File: config.mk
export PLATFORM = sky130hd
export DESIGN_NAME = neuron_lane
export DESIGN_NICKNAME = d
export VERILOG_FILES = /design/src/verilog/nn_fixed_pkg.sv /design/src/verilog/nn_layer_pkg.sv /design/src/verilog/neuron_lane.sv
export VERILOG_INCLUDE_DIRS = /design/src /design/src/include
export SDC_FILE = /design/constraint.sdc
export NUM_CORES = 2
export LEC_CHECK = 0
export BUFFER_PORTS_ARGS = -buffer_cell sky130_fd_sc_hd__buf_2
export CAP_MARGIN = 10
export CELL_PAD_IN_SITES_DETAIL_PLACEMENT = 0
export CELL_PAD_IN_SITES_GLOBAL_PLACEMENT = 1
export CORE_AREA = 2 2 325 247
export DETAILED_ROUTE_END_ITERATION = 7
export DIE_AREA = 0 0 327 249
export HOLD_SLACK_MARGIN = 0.12
export PLACE_DENSITY_LB_ADDON = 0.05
export REMOVE_ABC_BUFFERS = 1
export SLEW_MARGIN = 15
export SYNTH_ARGS = -nofsm -noshare
export SYNTH_HDL_FRONTEND = slang
export SYNTH_SLANG_ARGS = --single-unit
File: constraint.sdc
create_clock -name clk -period 15.4 [get_ports clk]
set_input_delay 3.08 -clock clk [delete_from_list [all_inputs] [get_ports clk]]
set_output_delay 3.08 -clock clk [all_outputs]
set_load 0.1 [all_outputs]
File: src/include/nn_cfg.svh
// Layer configuration for the forward-forward inference engine
// Sizes, fixed-point format and the goodness threshold
`ifndef NN_CFG_SVH
`define NN_CFG_SVH

// Pixels per input vector
`define NN_INPUT_SIZE   8

// Neuron lanes in the layer
`define NN_NUM_NEURONS  4

// Fraction bits of the Q16.16 format
`define NN_FRAC_BITS    16

// Goodness threshold, 3.0 in Q16.16
`define NN_THETA        32'sh0003_0000

`endif

File: src/verilog/nn_fixed_pkg.sv
// Fixed-point types and helpers for Q16.16 arithmetic
`include "nn_cfg.svh"

package nn_fixed_pkg;

    // Signed Q16.16 value
    typedef logic signed [31:0] q16_t;

    // Full-width product and sum accumulator
    typedef logic signed [63:0] acc_t;

    // Rescale a sum, keep 32 bits, clamp negatives to zero
    function automatic q16_t relu_trunc(input acc_t a);
        acc_t shifted;
        q16_t t;
        shifted = a >>> `NN_FRAC_BITS;
        t = shifted[31:0];
        return (t < 0) ? '0 : t;
    endfunction

    // Square of a Q16.16 value, rescaled back to Q16.16 in a wide word
    function automatic acc_t sq_trunc(input q16_t a);
        acc_t wide;
        wide = acc_t'(a);
        return (wide * wide) >>> `NN_FRAC_BITS;
    endfunction

endpackage

File: src/verilog/nn_layer_pkg.sv
// Layer structure types for the inference engine
// Index widths, the broadcast beat and the goodness result
`include "nn_cfg.svh"

package nn_layer_pkg;

    import nn_fixed_pkg::*;

    // Position of a pixel inside its vector
    typedef logic [$clog2(`NN_INPUT_SIZE)-1:0] pixel_idx_t;

    // Lane number
    typedef logic [$clog2(`NN_NUM_NEURONS)-1:0] neuron_idx_t;

    // One pixel as broadcast to every lane
    typedef struct packed {
        q16_t pixel;
        logic first;
        logic last;
    } beat_t;

    // Goodness of one vector and its classification
    typedef struct packed {
        q16_t goodness;
        logic is_positive;
    } score_t;

endpackage

File: src/verilog/neuron_lane.sv
// Single neuron lane
// Weight row, multiply-accumulate over one vector, ReLU at the last pixel
`timescale 1ns/1ns
`include "nn_cfg.svh"

module neuron_lane
    import nn_fixed_pkg::*;
    import nn_layer_pkg::*;
(
    input  logic       clk,
    input  logic       rst_n,
    input  logic       wt_en,
    input  pixel_idx_t wt_index,
    input  q16_t       wt_data,
    input  logic       beat_valid,
    input  beat_t      beat,
    output logic       act_valid,
    output q16_t       act
);

    q16_t       weights [`NN_INPUT_SIZE];
    pixel_idx_t idx;
    pixel_idx_t waddr;
    acc_t       product;
    acc_t       acc;
    acc_t       acc_next;

    // Weight row, loaded between vectors
    always_ff @(posedge clk) begin
        if (wt_en) begin
            weights[wt_index] <= wt_data;
        end
    end

    // First beat forces index zero so the lane realigns on every vector
    assign waddr    = beat.first ? '0 : idx;
    assign product  = acc_t'(beat.pixel) * acc_t'(weights[waddr]);
    assign acc_next = (beat.first ? acc_t'(0) : acc) + product;

    always_ff @(posedge clk or negedge rst_n) begin
        if (!rst_n) begin
            idx       <= '0;
            act_valid <= 1'b0;
        end else begin
            act_valid <= beat_valid && beat.last;
            if (beat_valid) begin
                idx <= beat.last ? '0 : waddr + 1'b1;
            end
        end
    end

    // Running sum and the activation of the finished vector
    always_ff @(posedge clk) begin
        if (beat_valid) begin
            acc <= acc_next;
            if (beat.last) begin
                act <= relu_trunc(acc_next);
            end
        end
    end

endmodule

======== After elaboration in Yosys (flattened, before gate mapping) ========
Memory sizes are Yosys's and may differ from the RTL's.
Cells that the tools add are included.
word-level totals
  bits in registers ....................... 100
  memory bits (writable) .................. 256
  output and inout bits ................... 33
  word-level logic and storage cells ...... 16
  memories kept ........................... 1
operators by class
  add/sub/neg operators ................... 2
  $mul .................................... 1
  $lt $le $gt $ge ......................... 1
  muxes and demuxes ....................... 5
  reduce and logical (&&, ||, !) cells .... 2
memories
  name     depth  bits a word  rd ports  clocked after memory_dff  wr ports  RTL line           source
  weights  8      32           1         0                         1         neuron_lane.sv:21  q16_t weights [`NN_INPUT_SIZE];
operators by type and width
  operator             number
  $add 64x64->64       1
  $mul 32x32->64       1
  $mux 64              1
  $lt 32x1->1 const B  1
  $mux 3               2
  $add 3x1->3 const B  1
  $mux 1               2
  $reduce_and 2->1     1
  $logic_and 1x1->1    1

======== Depth between registers and ports, before layout ========
An unclocked memory read counts as a cell.
  depth after elaboration ................. 5
  gate-level depth with buffers ........... 38
  mapped depth without buffers ............ 32

======== Worst setup path after synthesis ========
Ideal clock, no wire load.
  path kind ............................... input-to-reg
  start ................................... in beat[1] in the netlist's numbering
  end ..................................... reg act[27] (data pin)
  library setup time ...................... 254 ps
  arrival time ............................ 11689 ps
  slack ................................... 3457 ps
  stages .................................. 35
  buffers on the path ..................... 5
  cells stage by stage .................... nand2b_1 > buf_2 > inv_2 > buf_2 > buf_1 > mux4_2 > mux2i_1 > clkbuf_1 > nor2b_1 > fa_1 > inv_1 > fa_1 > inv_1 > fa_1 > inv_1 > fa_1 > fa_1 > fa_1 > inv_1 > fa_1 > inv_1 > fa_1 > inv_1 > ha_1 > a211oi_1 > o21ai_0 > o211a_1 > o21ai_0 > o2111ai_1 > a21oi_1 > o31ai_1 > a221oi_1 > xnor2_2 > buf_4 > nor2b_1
between the ends
  longest elaborated chain between the ends .. 5
RTL lines
  what                    RTL line            source
  start: declaration      neuron_lane.sv:16   input beat_t beat,
  $mux 3                  neuron_lane.sv:36   assign waddr = beat.first ? '0 : idx;
  $mem_v2 8x32            --
  $mul 32x32->64          neuron_lane.sv:37   assign product = acc_t'(beat.pixel) * acc_t'(weights[waddr]);
  $add 64x64->64 (*)      neuron_lane.sv:38   assign acc_next = (beat.first ? acc_t'(0) : acc) + product;
  $lt 32x1->1             nn_fixed_pkg.sv:18  return (t < 0) ? '0 : t;
  end signal: assignment  neuron_lane.sv:57   act <= relu_trunc(acc_next);
  end: declaration        neuron_lane.sv:18   output q16_t act
Every way passes the cells marked *; elsewhere a longest branch is shown, timed or not.
A chain may end at the register's enable or synchronous reset.

======== Final worst setup path ========
  start ................................... in beat[1] in the netlist's numbering
  end ..................................... reg act[11] (data pin)
The elaborated chain is that of the path after synthesis.

==> flow_summary_export.csv <==
group,metric,value,unit
routing,viasPerCell,5.38,
global_routing,grt_max_degree,55,
cells_and_area,area_growth,6.57,%
run,max_cap_violations,0,
clock_tree,clkLatencyLatePin,0.57,ns
sta,fin_skew,0.0337,ns
clock_tree,clock-sinks,340,
sta,setup_violations,0,
routing,totalWireLength,118000,um
outcome,status,"completed",
floorplanning,die_w,327,um
floorplanning,row_count,89,
sta,period_share,0.888,
global_routing,grt-ovfl-total,0,
worst_setup_path,startpoint,"beat[1]",
sta,rsz0062_at_grt,"false",
sta,drv_slew,0,
sta,final.setup.tns,0,ns
cells_and_area,drive_gt1_frac,0.0799,
worst_setup_path,critPathLaunchType,"primary input",
clock_tree,cts_root_buffer,"clkbuf_16",
synth,synth_area_leaders,"fa_1 41%, edfxtp_1 23%, inv_1 8.1%, ha_1 5.2%, and2_1 4.6%",
worst_setup_path,endpoint_kind,"register",
synth,synth.avg_cell_area,10.8,um^2
worst_setup_path,crit_arrival,13.94,ns
clock_tree,post_cts_buffers,0,
placed_design,routabilityCongestion,0.876,
routing,drt_iter0_drc,2304,
synth,synth_top_area_frac,0.409,
clock_tree,hold_buffers,0,
routing,num_vias,27900,
worst_setup_path,r2r_start,"idx[0]",
worst_setup_path,r2r_setup_slack,3.75,ns
synth,async_flop_share,0.0118,
worst_setup_path,worstPathRequired,15.66,ns
min_path,hold_class,"reg -> reg",
sta,worst_slew_margin_rel,0.184,
cells_and_area,fillCellCount,6571,
clock_tree,cts_buffer_depth,3,
clock_tree,cts_tree,"yes",
worst_setup_path,crit_type,"in -> reg",
global_routing,grt_pass1_wl,186000,um
sta,fmax,73.1,MHz
global_routing,grt_usage,0.306,
sta,fin_crit,13.68,ns
clock_tree,htree_levels,2,
worst_setup_path,crit_slowest_cell,"xnor2_4",
placed_design,hpwl,92100,um
synth,ys.warnings.count,0,
synth,ys_types,69,
worst_setup_path,slowest_delay,0.93,ns
worst_setup_path,crit_path_end,"act[11]",
routing,drt_pass1_iterations,5,
synth,ys.flop_type,"edfxtp_1",
worst_setup_path,r2r-end,"act[11]",
clock_tree,cts_buffers,36,
floorplanning,core_area,78100,um^2
synth,synth_area_leader_cell,"fa_1",
clock_tree,ctsResizeCount,0,
floorplanning,die-area,81400,um^2
global_routing,antenna_found_initial,6,
worst_setup_path,critPathMostFrequentCell,"fa_1",
clock_tree,path_clk_slew,0.06,ns
routing,drc,0,
worst_setup_path,worst_r2r_path_depth,30,
placed_design,port_buffers,105,
routing,wire_per_inst,22.7,um
sta,worstMarginPinSlew,1.22,ns
floorplanning,io_pins,106,
floorplanning,die_h,249,um
synth,syn_area,44300,um^2
synth,ys_ff_latch,340,
synth,syn_inst,4115,
sta,hold_viol,0,
synth,ys_seq_area_frac,0.230,
routing,ant_nets,0,
cells_and_area,fin_nets,5278,
floorplanning,start_util,0.567,
synth,synth_edf_count,336,
worst_setup_path,critPathMaxFanout,32,
global_routing,grt_pass1_vias,29600,
critical path, delay by kind of cell:
kind	cells	cell delay, ns
compound gates	5	2.27
xor+xnor	1	0.93
fa+ha+maj	9	4.45
buf+inv	7	1.05
mux	1	0.50
simple gates	7	1.61
state kept, by name (all words and copies together) (netlist names):
signal / count
acc: 48
act: 32
act_valid: 1
idx: 3
weights: 256
worst min path at each step:
stage,start,end,slack (ns),depth (start not counted)
after detailed placement,acc[0],acc[0],0.65,2
final,acc[0],acc[0],0.67,2
after CTS,acc[0],acc[0],0.67,2
after global routing,acc[0],acc[0],0.70,2
after floorplan,acc[0],acc[0],0.63,2
after global placement,acc[0],acc[0],0.65,2
cell families (layout without fill, tap and decap cells):
| group | after synthesis | count (layout) | share of synthesized area |
|---|---|---|---|
| DFF | 340 | 340 | 0.230 |
| adders and majority gates | 1089 | 1089 | 0.461 |
| AOI/OAI and AO/OA | 200 | 200 | 0.0298 |
| xor gates and xnor gates | 81 | 81 | 0.0177 |
| and+or+nand+nor | 1175 | 1175 | 0.135 |
| muxes | 63 | 63 | 0.0258 |
| other | 1 | 2 | 0.0000847 |
| buffers and inverters | 1166 | 1194 | 0.0999 |
per-layer routing:
layer  routed length [um]  part of all wire  vias to the layer above  global-route usage
met3                14800              0.13                       74               0.112
met4                 1280             0.011                        8              0.0414
li1                     -                 -                    12300                   -
met2                46300              0.39                     1188               0.402
met5                  138            0.0012                        -             0.00940
met1                55400              0.47                    14400               0.490
stage by stage:
step	instance area, um^2	utilization	instances	setup WS [ns]	hold WS, ns
final	47200	0.604	5190	1.72	0.667
after global routing	47200	0.604	5189	1.14	0.703
after CTS	47200	0.604	5189	1.77	0.672
after detailed placement	46000	0.589	5124	1.27	0.655
after global placement	46000	0.589	5124	1.40	0.649
after floorplan	43400	-	3907	1.59	0.628
synth_stat cells (3+ instances only):
cell type	instances
a31oi_1	8
nand4_1	4
o21ai_0	32
nand2b_1	43
xor2_1	13
and3b_1	3
inv_1	956
o31a_1	5
ha_1	185
a211oi_1	21
mux2_2	7
fa_1	904
and2_1	325
or2_2	18
o21ai_1	3
xnor2_1	62
nor2_1	56
o31ai_1	7
nand2_1	483
or3_1	3
nand3_1	11
nor2b_1	204
o22ai_1	7
buf_4	5
dfrtp_1	4
clkbuf_1	177
and3_1	4
buf_1	11
nor3b_1	4
edfxtp_1	336
o211ai_1	4
a21oi_1	53
mux2i_1	16
nor3_1	12
a21o_1	21
o21bai_1	11
buf_2	14
mux4_2	40
area by class of cell:
type | instances | area, um^2 | share of cell area
multi-input combinational | 2609 | 29900 | 0.633
antenna | 1 | 2.50 | 0.0000531
inverter | 958 | 3600 | 0.0762
clock inverter | 20 | 230 | 0.00488
tap | 1046 | 1310 | 0.0277
clock buffer | 45 | 955 | 0.0202
sequential | 340 | 10200 | 0.216
timing repair buffer | 171 | 1020 | 0.0217
placed cells by master, fill, tap and decap left out, drive strengths merged, types with 5 or more instances in the layout:
cell / synthesis / routed
o21ai: 35 / 35
fa: 904 / 904
clkbuf: 177 / 45
clkinv: 0 / 12
nor2: 56 / 56
buf: 31 / 171
o31a: 5 / 5
mux4: 40 / 40
a21o: 21 / 21
ha: 185 / 185
nand3: 11 / 11
a21oi: 54 / 54
xor2: 14 / 14
and2: 325 / 325
nor2b: 204 / 204
edfxtp: 336 / 336
a211oi: 21 / 21
mux2: 7 / 7
inv: 958 / 961
nand2: 483 / 483
nand2b: 43 / 43
nor3: 12 / 12
xnor2: 63 / 63
o31ai: 8 / 8
or2: 18 / 18
mux2i: 16 / 16
o22ai: 7 / 7
o21bai: 11 / 11
a31oi: 8 / 8
Power is left out: the tool's default activity adds up to more than one toggle a clock period on the data nets, which glitch-free logic cannot reach.
