===== src/include/nn_cfg.svh =====
// Layer configuration for the forward-forward inference engine
// Sizes, fixed-point format and the goodness threshold
`ifndef NN_CFG_SVH
`define NN_CFG_SVH

// Pixels per input vector
`define NN_INPUT_SIZE   8

// Neuron lanes in the layer
`define NN_NUM_NEURONS  4

// Fraction bits of the Q16.16 format
`define NN_FRAC_BITS    16

// Goodness threshold, 3.0 in Q16.16
`define NN_THETA        32'sh0003_0000

`endif


===== src/verilog/nn_fixed_pkg.sv =====
// Fixed-point types and helpers for Q16.16 arithmetic
`include "nn_cfg.svh"

package nn_fixed_pkg;

    // Signed Q16.16 value
    typedef logic signed [31:0] q16_t;

    // Full-width product and sum accumulator
    typedef logic signed [63:0] acc_t;

    // Rescale a sum, keep 32 bits, clamp negatives to zero
    function automatic q16_t relu_trunc(input acc_t a);
        acc_t shifted;
        q16_t t;
        shifted = a >>> `NN_FRAC_BITS;
        t = shifted[31:0];
        return (t < 0) ? '0 : t;
    endfunction

    // Square of a Q16.16 value, rescaled back to Q16.16 in a wide word
    function automatic acc_t sq_trunc(input q16_t a);
        acc_t wide;
        wide = acc_t'(a);
        return (wide * wide) >>> `NN_FRAC_BITS;
    endfunction

endpackage


===== src/verilog/nn_layer_pkg.sv =====
// Layer structure types for the inference engine
// Index widths, the broadcast beat and the goodness result
`include "nn_cfg.svh"

package nn_layer_pkg;

    import nn_fixed_pkg::*;

    // Position of a pixel inside its vector
    typedef logic [$clog2(`NN_INPUT_SIZE)-1:0] pixel_idx_t;

    // Lane number
    typedef logic [$clog2(`NN_NUM_NEURONS)-1:0] neuron_idx_t;

    // One pixel as broadcast to every lane
    typedef struct packed {
        q16_t pixel;
        logic first;
        logic last;
    } beat_t;

    // Goodness of one vector and its classification
    typedef struct packed {
        q16_t goodness;
        logic is_positive;
    } score_t;

endpackage


===== src/verilog/stream_reg.sv =====
// One-entry valid/ready register slice
// Payload type is set per instance
`timescale 1ns/1ns

module stream_reg #(
    parameter type T = logic
) (
    input  logic clk,
    input  logic rst_n,
    input  logic s_valid,
    output logic s_ready,
    input  T     s_data,
    output logic m_valid,
    input  logic m_ready,
    output T     m_data
);

    logic full;
    T     data_q;

    // Accept when empty or when the held entry leaves this cycle
    assign s_ready = !full || m_ready;

    always_ff @(posedge clk or negedge rst_n) begin
        if (!rst_n) begin
            full <= 1'b0;
        end else if (s_valid && s_ready) begin
            full <= 1'b1;
        end else if (m_ready) begin
            full <= 1'b0;
        end
    end

    // Data only
    always_ff @(posedge clk) begin
        if (s_valid && s_ready) begin
            data_q <= s_data;
        end
    end

    assign m_valid = full;
    assign m_data  = data_q;

endmodule


===== src/verilog/goodness_unit.sv =====
// Goodness unit
// Captures lane activations, sums their squares serially, compares with THETA
`timescale 1ns/1ns
`include "nn_cfg.svh"

module goodness_unit
    import nn_fixed_pkg::*;
    import nn_layer_pkg::*;
(
    input  logic clk,
    input  logic rst_n,
    input  logic act_valid,
    input  q16_t acts [`NN_NUM_NEURONS],
    output logic cap_ready,
    output logic m_valid,
    input  logic m_ready,
    output q16_t m_goodness,
    output logic m_positive
);

    q16_t        acts_q [`NN_NUM_NEURONS];
    acc_t        sum;
    acc_t        sum_next;
    neuron_idx_t idx;
    logic        busy;
    logic        last_term;
    logic        push_valid;
    logic        push_ready;
    score_t      push_score;
    score_t      out_score;

    // Snapshot of all lanes, frees them for the next vector
    always_ff @(posedge clk) begin
        if (act_valid) begin
            acts_q <= acts;
        end
    end

    assign sum_next   = sum + sq_trunc(acts_q[idx]);
    assign last_term  = (idx == neuron_idx_t'(`NN_NUM_NEURONS - 1));
    // Final term goes straight into the output slice
    assign push_valid = busy && last_term;

    always_ff @(posedge clk or negedge rst_n) begin
        if (!rst_n) begin
            busy <= 1'b0;
            idx  <= '0;
        end else if (!busy) begin
            if (act_valid) begin
                busy <= 1'b1;
                idx  <= '0;
            end
        end else if (!last_term) begin
            idx <= idx + 1'b1;
        end else if (push_ready) begin
            busy <= 1'b0;
        end
    end

    // Partial sum, cleared while idle
    always_ff @(posedge clk) begin
        if (!busy) begin
            sum <= '0;
        end else if (!last_term) begin
            sum <= sum_next;
        end
    end

    // Low 32 bits of the sum, signed compare against the threshold
    always_comb begin
        push_score.goodness    = sum_next[31:0];
        push_score.is_positive = (push_score.goodness > `NN_THETA);
    end

    // No new capture until the previous score has been taken downstream
    assign cap_ready = !busy && !m_valid;

    stream_reg #(
        .T (score_t)
    ) u_out_reg (
        .clk     (clk),
        .rst_n   (rst_n),
        .s_valid (push_valid),
        .s_ready (push_ready),
        .s_data  (push_score),
        .m_valid (m_valid),
        .m_ready (m_ready),
        .m_data  (out_score)
    );

    assign m_goodness = out_score.goodness;
    assign m_positive = out_score.is_positive;

endmodule


===== config.mk =====
export PLATFORM = sky130hd
export DESIGN_NAME = goodness_unit
export DESIGN_NICKNAME = d
export VERILOG_FILES = /design/src/verilog/nn_fixed_pkg.sv /design/src/verilog/nn_layer_pkg.sv /design/src/verilog/stream_reg.sv /design/src/verilog/goodness_unit.sv
export VERILOG_INCLUDE_DIRS = /design/src /design/src/include
export SDC_FILE = /design/constraint.sdc
export NUM_CORES = 2
export LEC_CHECK = 0
export ABC_AREA = 1
export BUFFER_PORTS_ARGS = -buffer_cell sky130_fd_sc_hd__buf_2
export CORE_MARGIN = 2
export CORE_UTILIZATION = 55
export DETAILED_ROUTE_END_ITERATION = 10
export PLACE_DENSITY = 0.75
export SLEW_MARGIN = 15
export SYNTH_ARGS = -nofsm -noshare
export SYNTH_HDL_FRONTEND = slang
export SYNTH_SLANG_ARGS = --single-unit

===== constraint.sdc =====
create_clock -name clk -period 10.1 [get_ports clk]
set_input_delay 0 -clock clk [delete_from_list [all_inputs] [get_ports clk]]
set_output_delay 0 -clock clk [all_outputs]
set_load 0.03 [all_outputs]

After elaboration in Yosys (flattened, before gate mapping):

Cells that the tools add are included.

* bits of input ports: 132
* word-level logic and storage cells: 39
* output and inout port bits: 35
* register bits: 229

* muxes and demuxes: 12
* bitwise logic cells: 1
* reductions and logical operators: 9
* multiply operators: 1
* eq/ne operators: 2
* order comparisons: 2
* add/sub/neg operators: 2

Operators by type and width (count)
* adder 64 x 48 -> 64 bit: 1
* binary-select mux 32 bit (select 2 bit): 1
* multiplier 32 x 32 -> 64 bit: 1
* two-way mux 32 bit: 2
* > comparator 32 x 19 -> 1 bit, second input constant: 1
* two-way mux 1 bit: 6
* two-way mux 2 bit: 3
* nonzero test 2 bit: 2
* >= comparator 3 bit, second input constant: 1
* logical AND 1 bit: 3
* NOT 2 -> 3 bit: 1
* adder 2 x 1 -> 2 bit, second input constant: 1
* equality test 2 bit, second input constant: 1
* zero test 1 bit: 2
* inequality test 2 bit, second input constant: 1
* AND reduction 2 bit: 1
* logical OR 1 bit: 1

Longest topological paths before layout:

* depth in word-level cells: 7
* gate-level depth with buffers: 56

Modules after synthesis:

From an unflattened synthesis, not the netlist that was laid out.

* cells, all modules: 3907
* area total of the unflattened synthesis: 35142.5 µm²

By module, submodules not included
* goodness_unit: cells each 3868, times used 1, sequential area each 4559.4 µm², area an instance 34106.5 µm²
* stream_reg: cells each 39, times used 1, sequential area each 1016.0 µm², area an instance 1036.0 µm²

Worst setup path after synthesis:

No wires, ideal clock.

* path type: register to register
* start: register idx[1]
* end: register u_out_reg.data_q, in the netlist u_out_reg.m_data[0], data pin
* stages on the path, launching flop included: 49
* setup slack: 0.558 ns
* period minus slack after synthesis: 9.542 ns
* required time: 9.848 ns
* path buffers: 5
* arrival: 9.290 ns
* cell sequence: dfrtp_1 > inv_2 > buf_2 > buf_4 > clkbuf_1 > nand3_1 > nand2_1 > clkbuf_1 > clkbuf_1 > nor2_1 > fa_1 > inv_1 > fa_1 > inv_1 > fa_1 > inv_1 > fa_1 > inv_1 > (+13 left out) > xor2_1 > ha_1 > nand2_1 > nor2_1 > inv_1 > nor3_1 > nand3_1 > nand3b_1 > nand2_1 > nand2_1 > xor2_1 > nand2_1 > nor2_1 > nand3_1 > nor2_1 > nand2_1 > nor2_1 > nor2_2

RTL lines
* from (decl): line goodness_unit.sv:24 `neuron_idx_t idx;`
* from (signal assigned): line goodness_unit.sv:54 `idx <= idx + 1'b1;`
* to (signal assigned): line stream_reg.sv:37 `data_q <= s_data;`
* to (decl): line stream_reg.sv:19 `T data_q;`

==> results.py <==
metrics = {
    "run_status": {
        "outcome": "completed",
    },
    "synth": {
        "yosys_warnings": 0,
        "syn_nets": 4916,
        "synth_seq_cells": 197,
        "synth_area_leaders": "fa_1, edfxtp_1, inv_1",
        "synth_fa_ha_area_share_pct": 51.53,
        "synth-xor-area-share_pct": 1.986,
        "synth_top_family_by_area": "adder cells",
        "synth_cell_types": 54,
        "synth_edf_count": 161,
        "synthSimpleGateAreaFrac_pct": 13.51,
        "synth_top_area_share_pct": 44.24,
        "synth_flop_cell": "edfxtp_1",
        "synth.largest_area_cell": "fa_1",
        "yosysSeqAreaShare_pct": 16.00,
        "syn_area_per_cell_um2": 9.143,
        "synth_compound_area_share_pct": 4.528,
        "synthMuxAreaShare_pct": 0,
        "syn_area_mm2": 0.03484,
        "syn_inst": 3811,
        "async_flop_share_pct": 2.030,
    },
    "clock_network": {
        "cts_tree": "built",
        "clock-root-buffer": "clkbuf_16",
        "clock_path_buffers": 2,
        "clk_pin_slew_ps": 80,
        "cts_buffers": 17,
        "cts_max_level": 4,
        "insertion_delay_ps": 460,
        "cts.sinks": 197,
    },
    "cells_and_area": {
        "fin_nets": 5327,
        "area_growth_pct": 17.99,
        "final_cell_mix": "inv_1, fa_1, nand2_1",
        "drive_gt1_share_pct": 14.29,
        "fillCellCount": 4969,
        "fin_area_mm2": 0.04111,
        "seq_area_mm2": 0.005577,
        "final_common_cell": "inv_1",
        "multiInputGateArea_mm2": 0.02588,
    },
    "detailed_routing": {
        "drc_errors": 0,
        "drt-wirelength-per-cell_um": 21.25,
        "firstDrtPassIters": 6,
        "vias": 27550,
        "first_iter_violations": 2251,
        "routed_wl_um": 108000,
        "vias_per_cell": 5.418,
        "ant_nets": 0,
    },
    "min_path": {
        "hold_depth": 1,
        "hp-class": "in -> reg",
        "hp-start": "act_valid",
        "holdPathEnd": "acts_q[93]",
    },
    "placement": {
        "place_area_mm2": 0.03765,
        "io_buffers": 166,
        "pre_cts_slack_ps": -479.0,
        "gp_congestion": 1.019,
        "dp_hpwl_um": 83980,
    },
    "global_route": {
        "antenna_found_initial": 5,
        "grt_overflow": 0,
        "grt_pass1_vias": 29510,
        "grt.total_usage_pct": 33.22,
        "grt_pass1_wl_um": 164800,
        "grt_start_max_net_pins": 77,
    },
    "critical_path": {
        "endpoint_kind": "register",
        "critPathKind": "reg -> reg",
        "cp_max_fo": 28,
        "r2r_start": "idx[0]",
        "cpPeakStageDelay_ps": 770,
        "reg2reg_depth": 38,
        "arrival_ps": 9990,
        "cp_slowest_cell": "fa_1",
        "cp.required_ps": 10310,
        "r2r_end": "u_out_reg.m_data[0]",
        "rrSetupSlack_ps": 320,
        "start_kind": "register",
    },
    "sta": {
        "min_period_over_period_pct": 96.87,
        "fin_ws_ps": 315.8,
        "worst_pin_slew_ps": 1083,
        "finClkSkew_ps": 20.51,
        "hold_viol_final": 0,
        "setup_violations": 0,
        "fmax_ghz": 0.1022,
        "slew_headroom_pct": 27.65,
        "slew_violations": 0,
        "finalCriticalPeriod_ps": 9784,
    },
    "floorplan": {
        "core_mm2": 0.06285,
        "die_y_um": 255.7,
        "initial_core_util_pct": 55.44,
        "io_pins": 167,
        "rows": 92,
        "die-area_mm2": 0.06538,
        "die_width_um": 255.7,
    },
    "job": {
        "cap_violations": 0,
    },
}
registers in the layout, indices dropped and copies added, names as in the netlist:
| signal | count |
|---|---|
| acts_q | 128 |
| busy | 1 |
| idx | 2 |
| sum | 32 |
| u_out_reg.m_data | 33 |
| u_out_reg.m_valid | 1 |
worst max-delay path: cells and delay by family (launching register included):
kind | cells | cell delay (ps)
adder cells (fa/ha/maj) | 10 | 5250
AND/OR/NAND/NOR | 18 | 1790
buffers and inverters | 5 | 970
AO/OA/AOI/OAI | 4 | 840
flip-flops | 1 | 470
XOR/XNOR | 1 | 190
cell families after synthesis:
family	count (synthesis)
adders and majority gates	973
DFF	197
and+or+nand+nor	1167
AOI/OAI and AO/OA	263
buffers and inverters	1132
xor gates and xnor gates	79
synthesized netlist by cell type (10+ instances only):
cell / count
inv_1: 1021
fa_1: 770
nand2_1: 559
nor2_1: 438
ha_1: 203
edfxtp_1: 161
a21oi_1: 110
nand3_1: 91
o21ai_0: 70
clkbuf_1: 59
xor2_1: 53
dfxtp_1: 32
xnor2_1: 26
nand2_2: 25
a31oi_1: 18
nor3_1: 18
buf_1: 11
buf_2: 10
inv_2: 10
o21bai_1: 10
worst max path at each step:
stage | start | endpoint | slack, ps | cells after the start
5_1_grt | idx[0] | u_out_reg.m_data[0] | -100 | 48
3_3_place_gp | idx[0] | u_out_reg.m_data[0] | -440 | 45
3_5_place_dp | idx[0] | u_out_reg.m_data[0] | -480 | 45
6_report | idx[0] | u_out_reg.m_data[0] | 320 | 38
2_1_floorplan | idx[1] | u_out_reg.m_data[0] | 560 | 48
4_1_cts | idx[0] | u_out_reg.m_data[0] | 30 | 43
what timing repair did:
action,CTS,global route
pin swaps,1,38
endpoints found under the setup margin,17,32
hold buffers,131,0
resized for setup,14,235
buffers inserted,1,34
endpoints found under the hold margin,133,0
gates cloned,0,9
per-stage QoR:
step	setup TNS, ps	instances	hold slack, ps	utilization, %
2_1_floorplan	0	3811	-295.6	-
3_3_place_gp	-795.0	4874	-178.6	59.91
3_5_place_dp	-1244	4874	-182.0	59.91
4_1_cts	0	5037	112.5	63.00
5_1_grt	-100.3	5084	140.2	65.41
6_report	0	5084	108.4	65.41
final cells by class:
cell class,instances,share of cell area (%)
Clock inverter,14,0.3439
Timing Repair Buffer,483,9.925
Sequential cell,197,13.56
Tap cell,846,2.575
Multi-Input combinational cell,2483,62.95
Timing Repair inverter,1,0.01217
Inverter,1039,9.568
Antenna cell,4,0.02435
Clock buffer,17,1.035
layer usage:
metal | vias up | part of all wire [%] | global-route usage [%]
li1 | 12060 | - | -
met1 | 13700 | 38 | 44.01
met2 | 1461 | 46 | 52.49
met3 | 327 | 11 | 9.101
met4 | 0 | 5.2 | 12.75
met5 | - | 0 | 0
Power is left out: the tool's default activity adds up to more than one toggle a clock period on the data nets, which glitch-free logic cannot reach.
