--- config.mk ---
export PLATFORM = sky130hd
export DESIGN_NAME = pixel_feeder
export DESIGN_NICKNAME = d
export VERILOG_FILES = /design/src/verilog/nn_fixed_pkg.sv /design/src/verilog/nn_layer_pkg.sv /design/src/verilog/pixel_feeder.sv
export VERILOG_INCLUDE_DIRS = /design/src /design/src/include
export SDC_FILE = /design/constraint.sdc
export NUM_CORES = 1
export LEC_CHECK = 0
export BUFFER_PORTS_ARGS = -buffer_cell sky130_fd_sc_hd__buf_2
export CAP_MARGIN = 40
export CORE_MARGIN = 1.5
export CORE_UTILIZATION = 25
export DETAILED_ROUTE_END_ITERATION = 16
export PLACE_DENSITY = 0.76
export SLEW_MARGIN = 15
export SYNTH_ARGS = -nofsm -noshare
export SYNTH_HDL_FRONTEND = slang
export SYNTH_SLANG_ARGS = --single-unit
--- constraint.sdc ---
create_clock -name clk -period 1.26 [get_ports clk]
set_input_delay 0 -clock clk [delete_from_list [all_inputs] [get_ports clk]]
set_output_delay 0 -clock clk [all_outputs]
set_load 0.005 [all_outputs]
--- src/include/nn_cfg.svh ---
// Layer configuration for the forward-forward inference engine
// Sizes, fixed-point format and the goodness threshold
`ifndef NN_CFG_SVH
`define NN_CFG_SVH

// Pixels per input vector
`define NN_INPUT_SIZE   8

// Neuron lanes in the layer
`define NN_NUM_NEURONS  4

// Fraction bits of the Q16.16 format
`define NN_FRAC_BITS    16

// Goodness threshold, 3.0 in Q16.16
`define NN_THETA        32'sh0003_0000

`endif

--- src/verilog/nn_fixed_pkg.sv ---
// Fixed-point types and helpers for Q16.16 arithmetic
`include "nn_cfg.svh"

package nn_fixed_pkg;

    // Signed Q16.16 value
    typedef logic signed [31:0] q16_t;

    // Full-width product and sum accumulator
    typedef logic signed [63:0] acc_t;

    // Rescale a sum, keep 32 bits, clamp negatives to zero
    function automatic q16_t relu_trunc(input acc_t a);
        acc_t shifted;
        q16_t t;
        shifted = a >>> `NN_FRAC_BITS;
        t = shifted[31:0];
        return (t < 0) ? '0 : t;
    endfunction

    // Square of a Q16.16 value, rescaled back to Q16.16 in a wide word
    function automatic acc_t sq_trunc(input q16_t a);
        acc_t wide;
        wide = acc_t'(a);
        return (wide * wide) >>> `NN_FRAC_BITS;
    endfunction

endpackage

--- src/verilog/nn_layer_pkg.sv ---
// Layer structure types for the inference engine
// Index widths, the broadcast beat and the goodness result
`include "nn_cfg.svh"

package nn_layer_pkg;

    import nn_fixed_pkg::*;

    // Position of a pixel inside its vector
    typedef logic [$clog2(`NN_INPUT_SIZE)-1:0] pixel_idx_t;

    // Lane number
    typedef logic [$clog2(`NN_NUM_NEURONS)-1:0] neuron_idx_t;

    // One pixel as broadcast to every lane
    typedef struct packed {
        q16_t pixel;
        logic first;
        logic last;
    } beat_t;

    // Goodness of one vector and its classification
    typedef struct packed {
        q16_t goodness;
        logic is_positive;
    } score_t;

endpackage

--- src/verilog/pixel_feeder.sv ---
// Pixel feeder for the neuron lanes
// Tags first and last beats, gates the last one on drain space, decodes weight writes
`timescale 1ns/1ns
`include "nn_cfg.svh"

module pixel_feeder
    import nn_fixed_pkg::*;
    import nn_layer_pkg::*;
(
    input  logic                       clk,
    input  logic                       rst_n,
    input  logic                       s_valid,
    output logic                       s_ready,
    input  q16_t                       s_pixel,
    input  logic                       cap_ready,
    output logic                       beat_valid,
    output beat_t                      beat,
    input  logic                       wt_we,
    input  neuron_idx_t                wt_neuron,
    output logic [`NN_NUM_NEURONS-1:0] wt_en
);

    pixel_idx_t pix_cnt;
    logic       is_first;
    logic       is_last;

    assign is_first = (pix_cnt == '0);
    assign is_last  = (pix_cnt == pixel_idx_t'(`NN_INPUT_SIZE - 1));

    // Last pixel waits until the goodness unit can take the activations
    assign s_ready    = !is_last || cap_ready;
    assign beat_valid = s_valid && s_ready;

    // Same-cycle broadcast of the accepted pixel
    always_comb begin
        beat.pixel = s_pixel;
        beat.first = is_first;
        beat.last  = is_last;
    end

    // Position in the current vector, wraps after the last pixel
    always_ff @(posedge clk or negedge rst_n) begin
        if (!rst_n) begin
            pix_cnt <= '0;
        end else if (beat_valid) begin
            if (is_last) begin
                pix_cnt <= '0;
            end else begin
                pix_cnt <= pix_cnt + 1'b1;
            end
        end
    end

    // One-hot lane select for weight loading
    always_comb begin
        wt_en = '0;
        if (wt_we) begin
            wt_en[wt_neuron] = 1'b1;
        end
    end

endmodule

; Yosys cells after proc, flatten, opt, wreduce, memory -nomap -nowiden
; Cells that the tools add are included.
[classes]
addsub = 1
order_cmp = 2
n_eq_ne = 1
muxes = 4
n_reduce_logical = 5
[ops]
columns = cell, count
row1 = 4-bit 2-to-1 mux, 1
row2 = "3-bit by 1-bit adder with 3-bit output, second input constant", 1
row3 = "3-bit equality test, second input constant", 1
row4 = 3-bit logical NOT, 1
row5 = "2-bit by 3-bit less-than comparator with 1-bit output, second input constant", 1
row6 = 3-bit 2-to-1 mux, 1
row7 = 1-bit demux with 2-bit select, 1
row8 = "2-bit by 1-bit greater-or-equal comparator with 1-bit output, second input constant", 1
row9 = 1-bit logical AND, 2
row10 = 1-bit logical NOT, 1
row11 = 1-bit logical OR, 1
row12 = 1-bit 2-to-1 mux, 1
[totals]
reg_bits = 3
out_inout_bits = 40

; Depth between registers and ports, before layout
; Gate-level depths: netlist of run 1.
[depth]
depth_word = 5
depth_mapped = 5
ltp_nobuf = 5

; Worst setup path after synthesis of run 1
; Ideal clock, no wire load.
[synth_timing]
path_kind = register to register
startpoint = register pix_cnt[0]
endpoint = register pix_cnt[2]
setup_ns = 0.125
t_arrival_ns = 1.203
setup_slack_ns = -0.069
stages_incl_launch_ff = 6
n_path_buf = 0
period_less_slack_ns = 1.329
cell_sequence = dfrtp_1 > ha_1 > ha_1 > nand2b_4 > nand2_4 > mux2_4
[synth_via]
elab_chain_len = 4
elab_cells_between_ends = 6
classes_between = 1 x add/sub / 1 x eq/ne / 1 x mux / 3 x reduce/logical
[synth_rtl]
columns = item, line
row1 = start: declaration, pixel_feeder.sv:23  ; pixel_idx_t pix_cnt;
row2 = start signal: assignment, pixel_feeder.sv:49  ; pix_cnt <= pix_cnt + 1'b1;
row3 = 3-bit equality test, pixel_feeder.sv:28  ; assign is_last = (pix_cnt == pixel_idx_t'(`NN_INPUT_SIZE - 1));
row4 = via is_last, pixel_feeder.sv:25  ; logic is_last;
row5 = 1-bit logical NOT, pixel_feeder.sv:31  ; assign s_ready = !is_last || cap_ready;
row6 = 1-bit logical OR, pixel_feeder.sv:31
row7 = via s_ready, pixel_feeder.sv:13  ; output logic s_ready,
row8 = 1-bit logical AND, pixel_feeder.sv:32  ; assign beat_valid = s_valid && s_ready;
; The timed path passes the listed nets, and every way through them passes these cells.
; A chain may end at the register's enable or synchronous reset.

; Final worst setup path of run 1
[layout_timing]
startpoint = register pix_cnt[0]
endpoint = register pix_cnt[2]
[layout_via]
elab_chain_len = 4
elab_cells_between_ends = 6
classes_between = 1 x add/sub / 1 x eq/ne / 1 x mux / 3 x reduce/logical
[layout_rtl]
columns = item
row1 = "parallel branches: the longest is 4 deep, another holds 3-bit by 1-bit adder with 3-bit output"
; Parallel ways; which one is timed is not known.

==> reports/metrics.yaml, run 1 <==
status: "complete, but fails checks"
violations: "setup timing"
grt_remaining_overflow: 0
area_growth_pct: -16.0
largest_register: "pix_cnt"
hp-class: "in2out"
cts_root_buffer: "clkbuf_4"
synth-seq-area-share: 0.155
placed_cells: 62
rsz0062_at_grt: "yes"
worst_setup_path_end_kind: "flip-flop"
ant_nets: 0
rows: 15
totalWireLength_um: 665
fin_hold_ws_ps: 0.00224
syn_nets: 98
drtIter0Drc: 3
clock_power_share: 0.237
arrival_ps: 1390
yosysWarningCount: 0
die_w_um: 47.0
top_regs: "pix_cnt (3)"
path_clk_slew_ps: 30
setup_viol: 1
drc: 0
avgSynthCellArea_um2: 8.65
cp.required_ps: 1370
final_area_um2: 407
post-route-period-util: 1.02
grt_max_degree: 5
finalHoldViolations: 0
intPower_uw: 474
clk_path_buf_depth: 2
tns_ps: -20.7
period_minus_slack_ps: 1280
cap_violations: 0
largest_reg_flops: 3
die_area_um2: 2210
switchingPower_uw: 218
crit_fanout: 3
relSlewSlack: 0.863
diodes: 0
antenna_found_initial: 0
synth.ff_latch_count: 3
dpl.hpwl_um: 567
finalNonFillerCells: 69
viasPerCell: 3.75
gr-usage-met3: 0.0692
vias: 259
met1_usage: 0.0437
swShare: 0.314
io_pins: 79
clk_latency_ps: 230
coreArea_um2: 1760
clock_sinks: 3
place_congestion: 0.647
placed_cell_area_um2: 353
synth_area_um2: 484
cts_tree: "done"
cp-start-kind: "flip-flop"
grt_pass1_vias: 255
dr.pass1.iters: 2
die_h_um: 47.0
cts_buffers: 3
setup_ws_ps: -20.7
seqPwrFrac: 0.273
skew_ps: 0.723
synthCells: 56
pre_cts_ws_ps: -41.3
wl_per_cell_um: 9.64
p_leak_uw: 0.000219
grtUsageMet2: 0.110
ir_worst_vdd_v: 0.000283
final-max-slew-violation-count: 0
initial_core_util: 0.274
portBuffers: 14
synth.distinct_cells: 16
fillers: 209
tightestPinTransition_ps: 205
grt_usage: 0.0742
fmax_mhz: 781
comb_power_share: 0.490
grt.busiest_layer: "met2"
powerDensity_nw_per_um2: 1700
finish.net_count: 87
layout-drive-gt1-share: 0.636
grt_pass1_wl_mm: 1.03
crit_type: "reg2reg"
h-tree-depth: 1
-- final timing paths --
check	depth (start not counted)	start	end	slack, ps
min reg2reg	2	pix_cnt[1]	pix_cnt[1]	600
max	5	pix_cnt[0]	pix_cnt[2]	-20
min in group asynchronous	2	rst_n	pix_cnt[1]	100
max reg2reg	5	pix_cnt[0]	pix_cnt[2]	-20
max in group asynchronous	2	rst_n	pix_cnt[0]	1050
min	0	s_pixel[25]	beat[27]	0.002
-- cells in the mapped netlist, drive strengths merged --
cell type | n | area share
buf | 34 | 0.53
inv | 4 | 0.031
dfrtp | 3 | 0.16
ha | 3 | 0.078
nand2 | 2 | 0.031
a21oi | 1 | 0.010
a31o | 1 | 0.018
a32o | 1 | 0.023
and3 | 1 | 0.013
and3b | 1 | 0.018
mux2 | 1 | 0.031
nand2b | 1 | 0.028
nor2 | 1 | 0.0077
nor2b | 1 | 0.013
nor3b | 1 | 0.016
-- critical path, stage by stage, from the launching register on --
cell and delay (ps):
dfrtp_1 370, ha_2 200, ha_4 160, nand2b_4 80
nand2_4 50, mux2_4 290
-- through the flow --
step                power, µW  utilization
finish                    692        0.230
global route              780        0.230
CTS                       687        0.225
detailed placement        498        0.200
global placement          484        0.200
floorplan                 493            -
-- timing repair --
action                                  4_1_cts  5_1_grt
setup buffers                                 1        1
pin swaps                                     2        1
resized for setup                             0        2
hold buffers                                  1        0
endpoints found under the setup margin        2        3
endpoints found under the hold margin         3        0
-- area by class of cell --
cell class                 count  area [µm²]  area share
clock buffer                   4        26.3      0.0646
timing repair buffer          18         103       0.252
multi-input combinational     15         156       0.385
inverter                       4        15.0      0.0369
sequential                     3        75.1       0.185
tap                           25        31.3      0.0769
-- power by group through the flow --
stage          Combinational, µW  Sequential (µW)  Clock, µW
6_report                     339              189        164
5_1_grt                      396              195        189
4_1_cts                      325              188        174
3_5_place_dp                 309              189          0
3_3_place_gp                 302              182          0
2_1_floorplan                313              180          0
-- cells in the final DEF (no fill, tap or decap), types with 3 or more instances in the layout --
cell type / count
buf_4: 3
clkbuf_4: 3
inv_1: 3
buf_2: 14
dfrtp_1: 3
-- layer usage --
layer / wire (µm) / vias to the layer above
met3: 126 / 4
met2: 325 / 14
met1: 207 / 123
li1: - / 118
met5: 0 / -
met4: 6 / 0
-- logic make-up (layout without fill, tap and decap cells) --
| family | after synthesis | in the layout | share of synthesized area |
|---|---|---|---|
| buf+inv | 38 | 26 | 0.558 |
| compound gates | 3 | 3 | 0.0517 |
| fa+ha+maj | 3 | 3 | 0.0775 |
| flops | 3 | 3 | 0.155 |
| simple gates | 8 | 8 | 0.127 |
| mux | 1 | 1 | 0.0310 |
(Power assumes the default switching activity.)
==> run 2: changes to the inputs <==
Settings changed: CORE_UTILIZATION 25 to 27, PLACE_DENSITY 0.76 to 0.78.
Clock period 1.26 ns to 1.2 ns, I/O delays scaled along.
==> run 2 against run 1 <==
  * The run still ends with setup timing left
  * Combinational power rose by 18%
  * Maximum frequency fell by 3.5%
  * Clock skew barely moved
  * Critical path type unchanged
==> reports/metrics.yaml, run 2 (synthesis gave the netlist of run 1 again) <==
finish.net_count: 89
vias: 256
final_cell_mix: "12 x buf_2, 4 x buf_4, 3 x clkbuf_4, 3 x buf_6, 3 x dfrtp_1"
setup_viol: 5
cts_tree: "done"
fmax_mhz: 753
slowest_delay_ps: 370
ant_nets: 0
post-route-period-util: 1.11
drtIter0Drc: 4
relSlewSlack: 0.886
rows: 15
p_leak_uw: 0.000232
place_congestion: 0.763
critPathTopFamily: "flip-flops"
drc: 0
crit_fanout: 3
io_pins: 79
grt_pass1_wl_um: 917
die_h_um: 45.4
rsz0062_at_grt: "yes"
powerDensity_nw_per_um2: 1760
clock_sinks: 3
viasPerCell: 3.61
grt_max_degree: 5
setup_ws_ps: -128
cap_violations: 0
grt_remaining_overflow: 0
die_w_um: 45.4
initial_core_util: 0.284
totalWireLength_um: 653
tns_ps: -383
slowest_stage: "dfrtp_1"
ir_worst_vdd_v: 0.000350
grt_usage: 0.0673
cp-start-kind: "flip-flop"
pre_cts_ws_ps: -87.5
cp.required_ps: 1310
clk_latency_ps: 230
coreArea_um2: 1710
worst_setup_path_end_kind: "flip-flop"
seqCellArea_um2: 75.1
totalPowerFinal_uw: 765
layout_commonest_cell: "buf_2"
critPathBufInv: 1
period_minus_slack_ps: 1330
wl_per_cell_um: 9.20
path_clk_slew_ps: 30
top_regs: "pix_cnt (3)"
violations: "setup timing"
arrival_ps: 1440
diodes: 0
cts_root_buffer: "clkbuf_4"
largest_register: "pix_cnt"
layout-drive-gt1-share: 0.652
portBuffers: 14
r2r_slack_ps: -130
worstPathCellList: "ha_2 -> ha_4 -> nand2b_4 -> nand2_4 -> buf_4 -> a32o_2"
hp-class: "in2out"
crit_type: "reg2reg"
dr.pass1.iters: 2
status: "complete, but fails checks"
antenna_found_initial: 0
cts_buffers: 3
tightestPinTransition_ps: 171
finalHoldViolations: 0
clk_path_buf_depth: 2
largest_reg_flops: 3
fillers: 195
area_growth_pct: -10.1
final-max-slew-violation-count: 0
grt_pass1_vias: 242
die_area_um2: 2060
dpl.hpwl_um: 538
h-tree-depth: 1
multi_input_area_um2: 154
skew_ps: 0.498
[run 2: layout make-up]
class	count	area share
Clock buffer	4	0.0603
Inverter	4	0.0345
Multi-Input combinational cell	15	0.353
Sequential cell	3	0.172
Tap cell	25	0.0718
Timing Repair Buffer	20	0.307
[run 2: path summary, 6_finish.rpt]
path,startpoint,cells past startpoint,end
max,pix_cnt[1],6,pix_cnt[1]
min,s_pixel[8],0,beat[10]
max reg2reg,pix_cnt[1],6,pix_cnt[1]
min reg2reg,pix_cnt[2],1,pix_cnt[2]
max in group asynchronous,rst_n,2,pix_cnt[2]
min in group asynchronous,rst_n,2,pix_cnt[1]
[run 2: routing by layer]
metal	GRT usage	vias up	part of all wire
met4	0.0824	0	0
met5	0	-	0
met2	0.100	24	0.54
met3	0.0400	0	0.17
met1	0.0557	110	0.29
li1	-	122	-
[run 2: per-stage QoR]
stage / instances / cell area, µm² / utilization / hold WS [ps]
after floorplan: 56 / 499 / - / -296
after global placement: 64 / 368 / 0.215 / -198
after detailed placement: 64 / 368 / 0.215 / -201
after CTS: 70 / 422 / 0.247 / 0.0346
after global routing: 71 / 435 / 0.255 / 0.00795
final: 71 / 435 / 0.255 / 0.00226
[run 2: where the power goes]
| group | internal, µW | total, µW | switching, µW |
|---|---|---|---|
| Combinational | 252 | 399 | 148 |
| Clock | 124 | 172 | 47.2 |
| Sequential | 151 | 194 | 43.1 |
[run 2: repair_timing]
action,CTS,global route
hold buffers,1,0
endpoints found under the hold margin,3,0
pin swaps,2,1
setup buffers,2,2
setup endpoints to repair,4,7
resized for setup,3,2
==> run 3: changes to the inputs <==
Settings changed: CTS_BUF_LIST set to sky130_fd_sc_hd__clkbuf_16.
==> run 3 against run 2 <==
  * The run still ends with setup timing left
  * Sequential power about the same
  * Count of clock-buffer cells in the layout is 1 lower
  * Non-clock buffer count is 2 higher
  * Register-to-register slack is essentially flat
  * Critical path depth unchanged
  * Clock power rose to 3.0 times the previous value
  * Utilization increased by 4.8 points
  * Routed wire length is 5.1% higher
  * Maximum frequency increased by 0.27%
  * Worst hold slack is the same
  * Sequential cell count stayed put
  * Critical path type unchanged
  * Largest power group is now clock
==> reports/metrics.yaml, run 3 (synthesis gave the netlist of run 1 again) <==
tns_ps: -447
cts_root_buffer: "clkbuf_16"
hold_depth: 0
largest_register: "pix_cnt"
fmax_mhz: 755
largest_reg_flops: 3
tightestPinTransition_ps: 171
final_area_um2: 517
skew_ps: 0.671
cap_violations: 0
regToRegStartpoint: "pix_cnt[0]"
arrival_ps: 1430
rsz0062_at_grt: "yes"
dpl.hpwl_um: 538
layout-drive-gt1-share: 0.667
portBuffers: 14
grt_pass1_vias: 254
ant_nets: 0
powerDensity_nw_per_um2: 2240
die_w_um: 45.4
setup_viol: 6
final_util: 0.303
r2r_slack_ps: -120
clk_path_buf_depth: 2
io_pins: 79
setup_ws_ps: -124
crit_fanout: 3
post-route-period-util: 1.10
layout_commonest_cell: "buf_2"
initial_core_util: 0.284
die_h_um: 45.4
drtIter0Drc: 2
finalHoldViolations: 0
grt_usage: 0.0714
grt_max_degree: 5
relSlewSlack: 0.886
final-max-slew-violation-count: 0
met1_usage: 0.0581
top_regs: "pix_cnt (3)"
vias: 270
hp-class: "in2out"
grt_remaining_overflow: 0
cts_tree: "done"
ir_worst_vdd_v: 0.000824
drc: 0
antenna_found_initial: 0
finish.net_count: 91
status: "complete, but fails checks"
path_clk_slew_ps: 30
gr-usage-met3: 0.0520
rows: 15
grt.busiest_layer: "met2"
worst_setup_path_end_kind: "flip-flop"
grt_pass1_wl_um: 979
ff2ff_path_depth: 6
holdPathEnd: "beat[10]"
totalWireLength_um: 686
place_congestion: 0.763
period_minus_slack_ps: 1320
die_area_um2: 2060
final_cell_mix: "11 x buf_2, 6 x buf_6, 4 x buf_4"
dr.pass1.iters: 2
wl_per_cell_um: 9.40
grtUsageMet2: 0.111
cp-start-kind: "flip-flop"
crit_type: "reg2reg"
r2r_end: "pix_cnt[1]"
coreArea_um2: 1710
placed_cell_area_um2: 368
cp.required_ps: 1300
p_leak_uw: 0.000274
diodes: 0
cts_buffers: 3
h-tree-depth: 1
clk_latency_ps: 220
violations: "setup timing"
min-delay-start: "s_pixel[8]"
clock_sinks: 3
viasPerCell: 3.70
fin_hold_ws_ps: 0.00226
area_growth_pct: 6.72
-- run 3: changes by cell type in the layout (fill, tap and decap cells not counted), sizes merged --
cell	change
buf	+2
clkbuf	-1
inv	+1
-- run 3: layer usage --
layer / share of wire / wire (µm)
met1: 0.29 / 201
met2: 0.54 / 373
met3: 0.16 / 111
met4: 0 / 0
met5: 0 / 0
-- run 3: critical path, cell delays in order (launching register included) --
cell	delay [ps]
dfrtp_1	370
ha_2	200
ha_4	160
nand2b_4	70
nand2_4	60
buf_6	110
a32o_2	220
-- run 3: how the worst max path moves through the flow --
stage	startpoint	end	depth (start not counted)
detailed placement	pix_cnt[0]	pix_cnt[2]	5
global placement	pix_cnt[0]	pix_cnt[2]	5
CTS	pix_cnt[1]	pix_cnt[1]	6
floorplan	pix_cnt[1]	pix_cnt[2]	5
global route	pix_cnt[0]	beat_valid	7
finish	pix_cnt[0]	pix_cnt[1]	6
-- run 3: report_power, final --
group	switching (µW)	internal, µW
Sequential	43.6	151
Clock	82.2	429
Combinational	160	290
-- run 3: cell type report --
cell class | count | area [µm²]
clock buffers | 3 | 75.1
clock inverters | 1 | 3.75
fillers | 188 | 1190
inverters | 4 | 15.0
multi-input cells | 15 | 154
flip-flops and latches | 3 | 75.1
well taps | 25 | 31.3
repair buffers | 22 | 163
-- run 3: metrics by stage --
stage / power, µW / setup slack (ps) / cells
after floorplan: 518 / -58.7 / 56
after global placement: 523 / -54.5 / 64
after detailed placement: 549 / -87.5 / 64
after CTS: 1140 / -136 / 71
after global routing: 1250 / -186 / 73
final: 1160 / -124 / 73
-- run 3: timing repair --
item                       CTS  global route
hold buffers                 1             0
pin swaps                    2             3
buffers inserted             3             3
setup endpoints to repair    4             6
hold endpoints to repair     3             0
gates resized for setup      5             3
gates cloned                 0             0
